===== src/logic/ccip_defs.svh =====
`ifndef CCIP_DEFS_SVH
`define CCIP_DEFS_SVH

// Cache-line address width
`define CCIP_ADDR_WIDTH 32

// Request tag, echoed back in the response
`define CCIP_MDATA_WIDTH 16

// Traced data, narrowed from the full line
`define CCIP_DATA_WIDTH 64

// Config register index
`define CCIP_INDEX_WIDTH 16

// Cycle timestamp and loss counters
`define TRACE_TS_WIDTH 32
`define TRACE_CNT_WIDTH 16

// Trace FIFO entries, power of two
`define TRACE_DEPTH 16

`endif


===== src/logic/ccipPkg.sv =====
`default_nettype none

`include "ccip_defs.svh"

package ccipPkg;

   // Link header fields
   typedef logic [`CCIP_ADDR_WIDTH-1:0] ccipAddrT;
   typedef logic [`CCIP_MDATA_WIDTH-1:0] ccipMdataT;
   typedef logic [`CCIP_DATA_WIDTH-1:0] ccipDataT;
   typedef logic [`CCIP_INDEX_WIDTH-1:0] ccipIndexT;

   // Virtual channel select
   typedef enum logic [1:0] {
      VA = 2'b00,
      VL0 = 2'b01,
      VH0 = 2'b10,
      VH1 = 2'b11
   } ccipVcT;

   // Transmit request codes
   // Reads on channel 0, writes and fence on channel 1
   typedef enum logic [3:0] {
      rdLineS = 4'h4,
      rdLineI = 4'h6,
      rdLineE = 4'h7,
      wrLineI = 4'h1,
      wrLineM = 4'h2,
      wrFence = 4'h5
   } ccipReqE;

   // Receive response codes
   typedef enum logic [3:0] {
      wrResp = 4'h1,
      rdResp = 4'h4
   } ccipRespE;

endpackage

`default_nettype wire


===== src/logic/tracePkg.sv =====
`default_nettype none

`include "ccip_defs.svh"

package tracePkg;

   // Record kinds, listed from highest priority down
   typedef enum logic [2:0] {
      kSwReset = 3'd0,
      kCfgWr = 3'd1,
      kRdResp = 3'd2,
      kWrResp = 3'd3,
      kRdReq = 3'd4,
      kWrReq = 3'd5
   } traceKindE;

   // Cycles since reset
   typedef logic [`TRACE_TS_WIDTH-1:0] traceTsT;

   // Lost and dropped record counters
   typedef logic [`TRACE_CNT_WIDTH-1:0] traceCntT;

   // Request code, response code or new reset level
   typedef logic [3:0] traceCodeT;

   // Reader FSM
   typedef enum logic {
      rsIdle = 1'b0,
      rsPresent = 1'b1
   } readerStateE;

endpackage

`default_nettype wire


===== src/logic/ccipEventEncoder.sv =====
`timescale 1ns/10ps
`default_nettype none

module ccipEventEncoder (
   input logic clk,
   input logic rstN,
   input logic traceEnable,
   input logic swResetN,
   input logic cfgWrValid,
   input ccipPkg::ccipIndexT cfgIndex,
   input ccipPkg::ccipDataT cfgData,
   input logic c0TxRdValid,
   input ccipPkg::ccipVcT c0TxVc,
   input ccipPkg::ccipReqE c0TxReq,
   input ccipPkg::ccipAddrT c0TxAddr,
   input ccipPkg::ccipMdataT c0TxMdata,
   input logic c1TxWrValid,
   input ccipPkg::ccipVcT c1TxVc,
   input ccipPkg::ccipReqE c1TxReq,
   input ccipPkg::ccipAddrT c1TxAddr,
   input ccipPkg::ccipMdataT c1TxMdata,
   input ccipPkg::ccipDataT c1TxData,
   input logic c0RxRdValid,
   input ccipPkg::ccipVcT c0RxVc,
   input ccipPkg::ccipRespE c0RxResp,
   input ccipPkg::ccipMdataT c0RxMdata,
   input ccipPkg::ccipDataT c0RxData,
   input logic c1RxWrValid,
   input ccipPkg::ccipVcT c1RxVc,
   input ccipPkg::ccipRespE c1RxResp,
   input ccipPkg::ccipMdataT c1RxMdata,
   output logic recValid,
   output tracePkg::traceKindE recKind,
   output tracePkg::traceTsT recTs,
   output ccipPkg::ccipVcT recVc,
   output tracePkg::traceCodeT recCode,
   output ccipPkg::ccipAddrT recAddr,
   output ccipPkg::ccipMdataT recMdata,
   output ccipPkg::ccipDataT recData,
   output tracePkg::traceCntT lostCount
);

   import ccipPkg::*;
   import tracePkg::*;

   // Last seen software reset level
   logic swPrev;
   logic swToggle;
   traceTsT tsCnt;

   // One bit per event with bit 0 the highest priority
   logic [5:0] evVec;
   logic [2:0] evCount;

   // Selected record before the output register
   traceKindE selKind;
   ccipVcT selVc;
   traceCodeT selCode;
   ccipAddrT selAddr;
   ccipMdataT selMdata;
   ccipDataT selData;

   assign swToggle = swPrev != swResetN;

   always_comb begin
      evVec = {c1TxWrValid, c0TxRdValid, c1RxWrValid, c0RxRdValid, cfgWrValid, swToggle};
      // Nothing counts while tracing is off
      evVec = evVec & {6{traceEnable}};
      evCount = '0;
      for (int i = 0; i < 6; i++) begin
         evCount = evCount + {2'b00, evVec[i]};
      end
   end

   // Priority pick with unused fields zeroed
   always_comb begin
      selKind = kSwReset;
      selVc = VA;
      selCode = '0;
      selAddr = '0;
      selMdata = '0;
      selData = '0;
      if (evVec[0]) begin
         // Code carries the new reset level
         selCode = {3'b000, swResetN};
      end else if (evVec[1]) begin
         selKind = kCfgWr;
         selAddr = ccipAddrT'(cfgIndex);
         selData = cfgData;
      end else if (evVec[2]) begin
         selKind = kRdResp;
         selVc = c0RxVc;
         selCode = c0RxResp;
         selMdata = c0RxMdata;
         selData = c0RxData;
      end else if (evVec[3]) begin
         selKind = kWrResp;
         selVc = c1RxVc;
         selCode = c1RxResp;
         selMdata = c1RxMdata;
      end else if (evVec[4]) begin
         selKind = kRdReq;
         selVc = c0TxVc;
         selCode = c0TxReq;
         selAddr = c0TxAddr;
         selMdata = c0TxMdata;
      end else if (evVec[5]) begin
         selKind = kWrReq;
         selVc = c1TxVc;
         selCode = c1TxReq;
         selAddr = c1TxAddr;
         selMdata = c1TxMdata;
         selData = c1TxData;
      end
   end

   // Level follows swResetN in every cycle
   always_ff @(posedge clk) begin
      swPrev <= swResetN;
   end

   always_ff @(posedge clk) begin
      if (!rstN) begin
         recValid <= 1'b0;
         tsCnt <= '0;
         lostCount <= '0;
      end else begin
         recValid <= |evVec;
         tsCnt <= tsCnt + 1'b1;
         // All but the recorded event are lost
         if (evCount > 3'd1) begin
            lostCount <= lostCount + traceCntT'(evCount - 3'd1);
         end
      end
   end

   // Record payload
   always_ff @(posedge clk) begin
      recKind <= selKind;
      recTs <= tsCnt;
      recVc <= selVc;
      recCode <= selCode;
      recAddr <= selAddr;
      recMdata <= selMdata;
      recData <= selData;
   end

   kindLegal: assert property (@(posedge clk) disable iff (!rstN)
      recValid |-> recKind inside {kSwReset, kCfgWr, kRdResp, kWrResp, kRdReq, kWrReq});

endmodule

`default_nettype wire


===== src/logic/ccipTracer.sv =====
`timescale 1ns/10ps
`default_nettype none

module ccipTracer (
   input logic clk,
   input logic rstN,
   input logic traceEnable,
   input logic swResetN,
   input logic cfgWrValid,
   input ccipPkg::ccipIndexT cfgIndex,
   input ccipPkg::ccipDataT cfgData,
   input logic c0TxRdValid,
   input ccipPkg::ccipVcT c0TxVc,
   input ccipPkg::ccipReqE c0TxReq,
   input ccipPkg::ccipAddrT c0TxAddr,
   input ccipPkg::ccipMdataT c0TxMdata,
   input logic c1TxWrValid,
   input ccipPkg::ccipVcT c1TxVc,
   input ccipPkg::ccipReqE c1TxReq,
   input ccipPkg::ccipAddrT c1TxAddr,
   input ccipPkg::ccipMdataT c1TxMdata,
   input ccipPkg::ccipDataT c1TxData,
   input logic c0RxRdValid,
   input ccipPkg::ccipVcT c0RxVc,
   input ccipPkg::ccipRespE c0RxResp,
   input ccipPkg::ccipMdataT c0RxMdata,
   input ccipPkg::ccipDataT c0RxData,
   input logic c1RxWrValid,
   input ccipPkg::ccipVcT c1RxVc,
   input ccipPkg::ccipRespE c1RxResp,
   input ccipPkg::ccipMdataT c1RxMdata,
   input logic rdStrobe,
   output logic rdValid,
   output logic rdEmpty,
   output tracePkg::traceKindE rdKind,
   output tracePkg::traceTsT rdTs,
   output ccipPkg::ccipVcT rdVc,
   output tracePkg::traceCodeT rdCode,
   output ccipPkg::ccipAddrT rdAddr,
   output ccipPkg::ccipMdataT rdMdata,
   output ccipPkg::ccipDataT rdData,
   output tracePkg::traceCntT lostCount,
   output tracePkg::traceCntT dropCount
);

   import ccipPkg::*;
   import tracePkg::*;

   // Encoder to FIFO
   logic recValid;
   traceKindE recKind;
   traceTsT recTs;
   ccipVcT recVc;
   traceCodeT recCode;
   ccipAddrT recAddr;
   ccipMdataT recMdata;
   ccipDataT recData;

   // FIFO head to reader
   logic fifoEmpty;
   logic popStrobe;
   traceKindE headKind;
   traceTsT headTs;
   ccipVcT headVc;
   traceCodeT headCode;
   ccipAddrT headAddr;
   ccipMdataT headMdata;
   ccipDataT headData;

   ccipEventEncoder encoder0 (
      .clk(clk), .rstN(rstN), .traceEnable(traceEnable), .swResetN(swResetN),
      .cfgWrValid(cfgWrValid), .cfgIndex(cfgIndex), .cfgData(cfgData),
      .c0TxRdValid(c0TxRdValid), .c0TxVc(c0TxVc), .c0TxReq(c0TxReq),
      .c0TxAddr(c0TxAddr), .c0TxMdata(c0TxMdata),
      .c1TxWrValid(c1TxWrValid), .c1TxVc(c1TxVc), .c1TxReq(c1TxReq),
      .c1TxAddr(c1TxAddr), .c1TxMdata(c1TxMdata), .c1TxData(c1TxData),
      .c0RxRdValid(c0RxRdValid), .c0RxVc(c0RxVc), .c0RxResp(c0RxResp),
      .c0RxMdata(c0RxMdata), .c0RxData(c0RxData),
      .c1RxWrValid(c1RxWrValid), .c1RxVc(c1RxVc), .c1RxResp(c1RxResp),
      .c1RxMdata(c1RxMdata),
      .recValid(recValid), .recKind(recKind), .recTs(recTs), .recVc(recVc),
      .recCode(recCode), .recAddr(recAddr), .recMdata(recMdata), .recData(recData),
      .lostCount(lostCount)
   );

   traceFifo fifo0 (
      .clk(clk), .rstN(rstN),
      .pushStrobe(recValid), .pushKind(recKind), .pushTs(recTs), .pushVc(recVc),
      .pushCode(recCode), .pushAddr(recAddr), .pushMdata(recMdata), .pushData(recData),
      .popStrobe(popStrobe), .fifoEmpty(fifoEmpty),
      .headKind(headKind), .headTs(headTs), .headVc(headVc), .headCode(headCode),
      .headAddr(headAddr), .headMdata(headMdata), .headData(headData),
      .dropCount(dropCount)
   );

   traceReader reader0 (
      .clk(clk), .rstN(rstN), .rdStrobe(rdStrobe), .fifoEmpty(fifoEmpty),
      .headKind(headKind), .headTs(headTs), .headVc(headVc), .headCode(headCode),
      .headAddr(headAddr), .headMdata(headMdata), .headData(headData),
      .popStrobe(popStrobe), .rdValid(rdValid), .rdEmpty(rdEmpty),
      .rdKind(rdKind), .rdTs(rdTs), .rdVc(rdVc), .rdCode(rdCode),
      .rdAddr(rdAddr), .rdMdata(rdMdata), .rdData(rdData)
   );

endmodule

`default_nettype wire


===== src/logic/traceFifo.sv =====
`timescale 1ns/10ps
`default_nettype none

`include "ccip_defs.svh"

module traceFifo (
   input logic clk,
   input logic rstN,
   input logic pushStrobe,
   input tracePkg::traceKindE pushKind,
   input tracePkg::traceTsT pushTs,
   input ccipPkg::ccipVcT pushVc,
   input tracePkg::traceCodeT pushCode,
   input ccipPkg::ccipAddrT pushAddr,
   input ccipPkg::ccipMdataT pushMdata,
   input ccipPkg::ccipDataT pushData,
   input logic popStrobe,
   output logic fifoEmpty,
   output tracePkg::traceKindE headKind,
   output tracePkg::traceTsT headTs,
   output ccipPkg::ccipVcT headVc,
   output tracePkg::traceCodeT headCode,
   output ccipPkg::ccipAddrT headAddr,
   output ccipPkg::ccipMdataT headMdata,
   output ccipPkg::ccipDataT headData,
   output tracePkg::traceCntT dropCount
);

   import ccipPkg::*;
   import tracePkg::*;

   localparam int depth = `TRACE_DEPTH;
   localparam int addrW = $clog2(depth);

   // One array per record field
   traceKindE kindMem [depth];
   traceTsT tsMem [depth];
   ccipVcT vcMem [depth];
   traceCodeT codeMem [depth];
   ccipAddrT addrMem [depth];
   ccipMdataT mdataMem [depth];
   ccipDataT dataMem [depth];

   // Extra MSB tells full from empty
   logic [addrW:0] wrPtr;
   logic [addrW:0] rdPtr;
   logic [addrW:0] occupancy;
   logic fifoFull;
   logic doPop;
   logic doPush;

   assign occupancy = wrPtr - rdPtr;
   assign fifoEmpty = wrPtr == rdPtr;
   assign fifoFull = (wrPtr[addrW] != rdPtr[addrW])
      && (wrPtr[addrW-1:0] == rdPtr[addrW-1:0]);
   assign doPop = popStrobe && !fifoEmpty;
   // Same-cycle pop frees the slot first
   assign doPush = pushStrobe && (!fifoFull || doPop);

   always_ff @(posedge clk) begin
      if (!rstN) begin
         wrPtr <= '0;
         rdPtr <= '0;
         dropCount <= '0;
      end else begin
         if (doPush) wrPtr <= wrPtr + 1'b1;
         if (doPop) rdPtr <= rdPtr + 1'b1;
         if (pushStrobe && !doPush) dropCount <= dropCount + 1'b1;
      end
   end

   always_ff @(posedge clk) begin
      if (doPush) begin
         kindMem[wrPtr[addrW-1:0]] <= pushKind;
         tsMem[wrPtr[addrW-1:0]] <= pushTs;
         vcMem[wrPtr[addrW-1:0]] <= pushVc;
         codeMem[wrPtr[addrW-1:0]] <= pushCode;
         addrMem[wrPtr[addrW-1:0]] <= pushAddr;
         mdataMem[wrPtr[addrW-1:0]] <= pushMdata;
         dataMem[wrPtr[addrW-1:0]] <= pushData;
      end
   end

   // Head is read without a register
   assign headKind = kindMem[rdPtr[addrW-1:0]];
   assign headTs = tsMem[rdPtr[addrW-1:0]];
   assign headVc = vcMem[rdPtr[addrW-1:0]];
   assign headCode = codeMem[rdPtr[addrW-1:0]];
   assign headAddr = addrMem[rdPtr[addrW-1:0]];
   assign headMdata = mdataMem[rdPtr[addrW-1:0]];
   assign headData = dataMem[rdPtr[addrW-1:0]];

   // Reader must check empty before it pops
   noPopEmpty: assert property (@(posedge clk) disable iff (!rstN)
      popStrobe |-> !fifoEmpty);

   noOverfill: assert property (@(posedge clk) disable iff (!rstN)
      occupancy <= depth);

endmodule

`default_nettype wire


===== src/logic/traceReader.sv =====
`timescale 1ns/10ps
`default_nettype none

module traceReader (
   input logic clk,
   input logic rstN,
   input logic rdStrobe,
   input logic fifoEmpty,
   input tracePkg::traceKindE headKind,
   input tracePkg::traceTsT headTs,
   input ccipPkg::ccipVcT headVc,
   input tracePkg::traceCodeT headCode,
   input ccipPkg::ccipAddrT headAddr,
   input ccipPkg::ccipMdataT headMdata,
   input ccipPkg::ccipDataT headData,
   output logic popStrobe,
   output logic rdValid,
   output logic rdEmpty,
   output tracePkg::traceKindE rdKind,
   output tracePkg::traceTsT rdTs,
   output ccipPkg::ccipVcT rdVc,
   output tracePkg::traceCodeT rdCode,
   output ccipPkg::ccipAddrT rdAddr,
   output ccipPkg::ccipMdataT rdMdata,
   output ccipPkg::ccipDataT rdData
);

   import tracePkg::*;

   readerStateE state;

   // Pop in the same cycle as the strobe, head is latched at that edge
   assign popStrobe = rdStrobe && !fifoEmpty;
   assign rdValid = state == rsPresent;

   always_ff @(posedge clk) begin
      if (!rstN) begin
         state <= rsIdle;
         rdEmpty <= 1'b0;
      end else begin
         // Back-to-back strobes stay in present
         state <= popStrobe ? rsPresent : rsIdle;
         rdEmpty <= rdStrobe && fifoEmpty;
      end
   end

   // Output fields hold until the next pop
   always_ff @(posedge clk) begin
      if (popStrobe) begin
         rdKind <= headKind;
         rdTs <= headTs;
         rdVc <= headVc;
         rdCode <= headCode;
         rdAddr <= headAddr;
         rdMdata <= headMdata;
         rdData <= headData;
      end
   end

endmodule

`default_nettype wire


===== config.mk =====
export PLATFORM = sky130hd
export DESIGN_NAME = ccipTracer
export DESIGN_NICKNAME = d
export VERILOG_FILES = /design/src/logic/ccipPkg.sv /design/src/logic/tracePkg.sv /design/src/logic/ccipEventEncoder.sv /design/src/logic/ccipTracer.sv /design/src/logic/traceFifo.sv /design/src/logic/traceReader.sv
export VERILOG_INCLUDE_DIRS = /design/src /design/src/logic
export SDC_FILE = /design/constraint.sdc
export NUM_CORES = 2
export LEC_CHECK = 0
export BUFFER_PORTS_ARGS = -buffer_cell sky130_fd_sc_hd__buf_2
export CAP_MARGIN = 30
export CELL_PAD_IN_SITES_DETAIL_PLACEMENT = 1
export CELL_PAD_IN_SITES_GLOBAL_PLACEMENT = 1
export CORE_ASPECT_RATIO = 0.8
export CORE_MARGIN = 5
export CORE_UTILIZATION = 54
export CTS_CLUSTER_SIZE = 40
export DETAILED_ROUTE_END_ITERATION = 8
export PLACE_DENSITY_LB_ADDON = 0.1
export SYNTH_ARGS = -nofsm -noshare
export SYNTH_HDL_FRONTEND = slang
export SYNTH_SLANG_ARGS = --single-unit

===== constraint.sdc =====
create_clock -name clk -period 16 [get_ports clk]
set_input_delay 0 -clock clk [delete_from_list [all_inputs] [get_ports clk]]
set_output_delay 0 -clock clk [all_outputs]
set_load 0.005 [all_outputs]

==> out/metrics.cfg <==
[global_routing]
grt_busiest_layer = met2
grt_max_degree = 147
use_met3 = 0.0440
overflow = 0
grt_pass1_vias = 61300
grt_pass1_wl_mm = 421
antenna_found_initial = 16
track_usage = 0.277
grt.met2_usage = 0.457
use_met1 = 0.379

[placement]
placed_cells = 8201
hpwl_mm = 148
gp_congestion = 0.763
port_buffers = 556

[sta]
setup_viol = 0
skew_ns = 0.0508
tightest_slew_ns = 1.06
slew_violations = 0
hold_viol = 0
final.setup.tns_ns = 0
fin_crit_sh = 0.381
rsz0062_at_grt = false
max_slew_margin = 0.293
max_freq_mhz = 164
period_minus_slack_ns = 6.10

[cells_and_area]
seqCellArea_sq_mm = 0.0827
fillers = 16400
drive_above_1_share = 0.263
nets = 6704
final_common_cell = edfxtp_1
multi_input_area_sq_mm = 0.0233
syn_to_final_growth_pct = 18.4
mostFrequentLayoutCells = 2601 x edfxtp_1, 612 x mux4_2, 557 x buf_2
fin_cells = 9176

[cts]
cts_root_buffer = clkbuf_16
cts.sinks = 2832
post_cts_resized = 0
cts_setup_buffers = 0
clk_latency_ns = 0.92
cts_max_path_buffers = 4
cts_tree = built
clkTransAtPathRegs_ns = 0.06
h-tree-depth = 5
cts_made_buffers = 287
holdBufCountCts = 474

[die]
start_util = 0.542
die_w_um = 508
die_y_um = 409
core_area_sq_mm = 0.198
pin_count = 557
die_area_sq_mm = 0.208
rows = 146

[power_and_ir_drop]
netSwitchingFraction = 0.234
switchingPower_mw = 4.02
power-per-cell-area_mw_per_mm2 = 135
p_clk_frac = 0.372
pwr-share-seq = 0.501
combPwrFrac = 0.127
internal_power_mw = 13.1
leakage_nw = 41.5
vdd_drop_max_mv = 0.0817

[worst_hold_path]
hp-class = input pin to flop

[setup_path]
crit_path_max_incr_delay_ns = 0.78
critPathRequiredTime_ns = 16.81
cp_data_arrival_time_ns = 6.91
path_cells = xnor2_1 -> nor2_4 -> inv_1 -> ha_1 -> inv_1 -> fa_1 -> inv_1 -> fa_1 -> fa_1 -> or2_2 -> nor2_1 -> ha_1 -> a21oi_1 -> o221ai_1 -> a221o_1 -> a31oi_1 -> mux2i_1
critPathCaptureType = flop
cpMaxStageDelayCell = nor2_1
start_kind = flop
path_class = flop to flop
critPathMaxFanout = 21

[routing]
vias = 57200
via_per_inst = 6.23
wl_mm = 288
drtPass1Iterations = 7
postRouteAntennaNets = 0
drtIter0Drc = 5589
wl_per_cell_um = 31.4
drcViolationCount = 0

[synthesis]
synth-edff-count = 2601
synth-seq-area-share = 0.771
synthCells = 5161
synth_warnings = 0
synth.avg_cell_area_sq_um = 20.8
ys_ff_latch = 2832
synth_cell_types = 59
syn_nets = 5560
ys.flop_type = edfxtp_1
async_flop_share = 0
syn_area_sq_mm = 0.107

[outcome]
status = complete, no violations

[flow_run]
max-cap-violations = 0

==> worst max-delay path: cells and delay by family (launching register included) <==
kind / cells / cell delay (ns)
and+or+nand+nor: 3 / 1.44
xor gates and xnor gates: 1 / 0.17
DFF: 1 / 0.34
AOI/OAI and AO/OA: 4 / 1.22
muxes: 1 / 0.22
adders and majority gates: 5 / 2.40
buffers and inverters: 3 / 0.21
==> metrics by stage <==
stage,util,power (mW),hold slack (ns),setup slack (ns),instance area (sq um)
2_1_floorplan,-,10.2,0.0277,3.63,107000
3_3_place_gp,0.572,10.8,0.144,10.05,113000
5_1_grt,0.642,17.8,0.00813,9.51,127000
6_report,0.642,17.2,0.0314,9.90,127000
4_1_cts,0.641,17.3,0.000748,9.91,127000
3_5_place_dp,0.573,10.8,0.154,9.94,113000
==> routing by layer <==
| layer | up-vias | share of wire |
|---|---|---|
| met5 | - | 0.000062 |
| met4 | 2 | 0.040 |
| met3 | 564 | 0.061 |
| met2 | 2218 | 0.50 |
| met1 | 30700 | 0.40 |
| li1 | 23700 | - |
==> sequential cells by signal, summed over array words and instances (netlist names), 32 cells and up <==
register	flops
reader0.rdTs	32
fifo0.vcMem	32
encoder0.tsCnt	32
reader0.rdData	64
encoder0.recData	64
encoder0.recAddr	32
fifo0.dataMem	1024
fifo0.kindMem	48
fifo0.addrMem	512
fifo0.mdataMem	256
fifo0.tsMem	512
fifo0.codeMem	64
encoder0.recTs	32
reader0.rdAddr	32
==> cell usage after synthesis (all sizes together) (4+ instances only) <==
| cell | count | area [sq um] |
|---|---|---|
| a211oi | 162 | 1220 |
| a21o | 4 | 30.0 |
| a21oi | 182 | 911 |
| a221oi | 86 | 753 |
| a22o | 16 | 140 |
| a22oi | 32 | 240 |
| and2 | 9 | 56.3 |
| and3 | 18 | 113 |
| and4 | 7 | 61.3 |
| buf | 136 | 729 |
| clkbuf | 166 | 623 |
| dfxtp | 231 | 4620 |
| edfxtp | 2601 | 78100 |
| fa | 4 | 80.1 |
| ha | 25 | 313 |
| inv | 27 | 101 |
| mux2i | 160 | 1600 |
| mux4 | 612 | 13800 |
| nand2 | 40 | 150 |
| nand2b | 9 | 56.3 |
| nand3 | 32 | 160 |
| nand4 | 17 | 121 |
| nor2 | 198 | 743 |
| nor2b | 154 | 963 |
| nor3 | 78 | 400 |
| o211ai | 10 | 80.1 |
| o21a | 7 | 52.6 |
| o21ai | 26 | 130 |
| o221ai | 22 | 193 |
| o31ai | 7 | 52.6 |
| or3 | 13 | 81.3 |
| xnor2 | 20 | 175 |
| xor2 | 24 | 218 |
==> power groups by stage <==
stage          sequential (mW)  clock (mW)  combinational, mW
6_report                  8.60        6.39               2.17
5_1_grt                   8.62        6.87               2.34
4_1_cts                   8.60        6.49               2.18
3_5_place_dp              8.76           0               2.05
3_3_place_gp              8.74           0               2.01
2_1_floorplan             8.69           0               1.46
==> cell families (layout without fill, tap and decap cells) <==
group | Yosys count | after routing | share of synthesized area
AOI/OAI and AO/OA | 570 | 570 | 0.0367
xor gates and xnor gates | 44 | 44 | 0.00366
adders and majority gates | 29 | 29 | 0.00366
buffers and inverters | 329 | 1673 | 0.0136
DFF | 2832 | 2832 | 0.771
muxes | 772 | 772 | 0.143
other | 0 | 7 | 0
and+or+nand+nor | 585 | 585 | 0.0278
==> path summary, 6_finish.rpt <==
kind / startpoint / endpoint / slack (ns) / cells past startpoint
worst max register to register: encoder0.swPrev / encoder0.lostCount[15] / 9.90 / 17
worst max-delay path: encoder0.swPrev / encoder0.lostCount[15] / 9.90 / 17
worst min-delay path: c1TxData[51] / encoder0.recData[51] / 0.03 / 4
worst min register to register: encoder0.tsCnt[8] / encoder0.recTs[8] / 0.39 / 0
==> cell type report <==
class | count | area share
Antenna cell | 7 | 0.000138
Clock buffer | 411 | 0.0640
Clock inverter | 78 | 0.00527
Inverter | 27 | 0.000877
Multi-Input combinational cell | 2000 | 0.183
Sequential cell | 2832 | 0.651
Tap cell | 2664 | 0.0262
Timing Repair Buffer | 1157 | 0.0691
(Power assumes the default switching activity.)
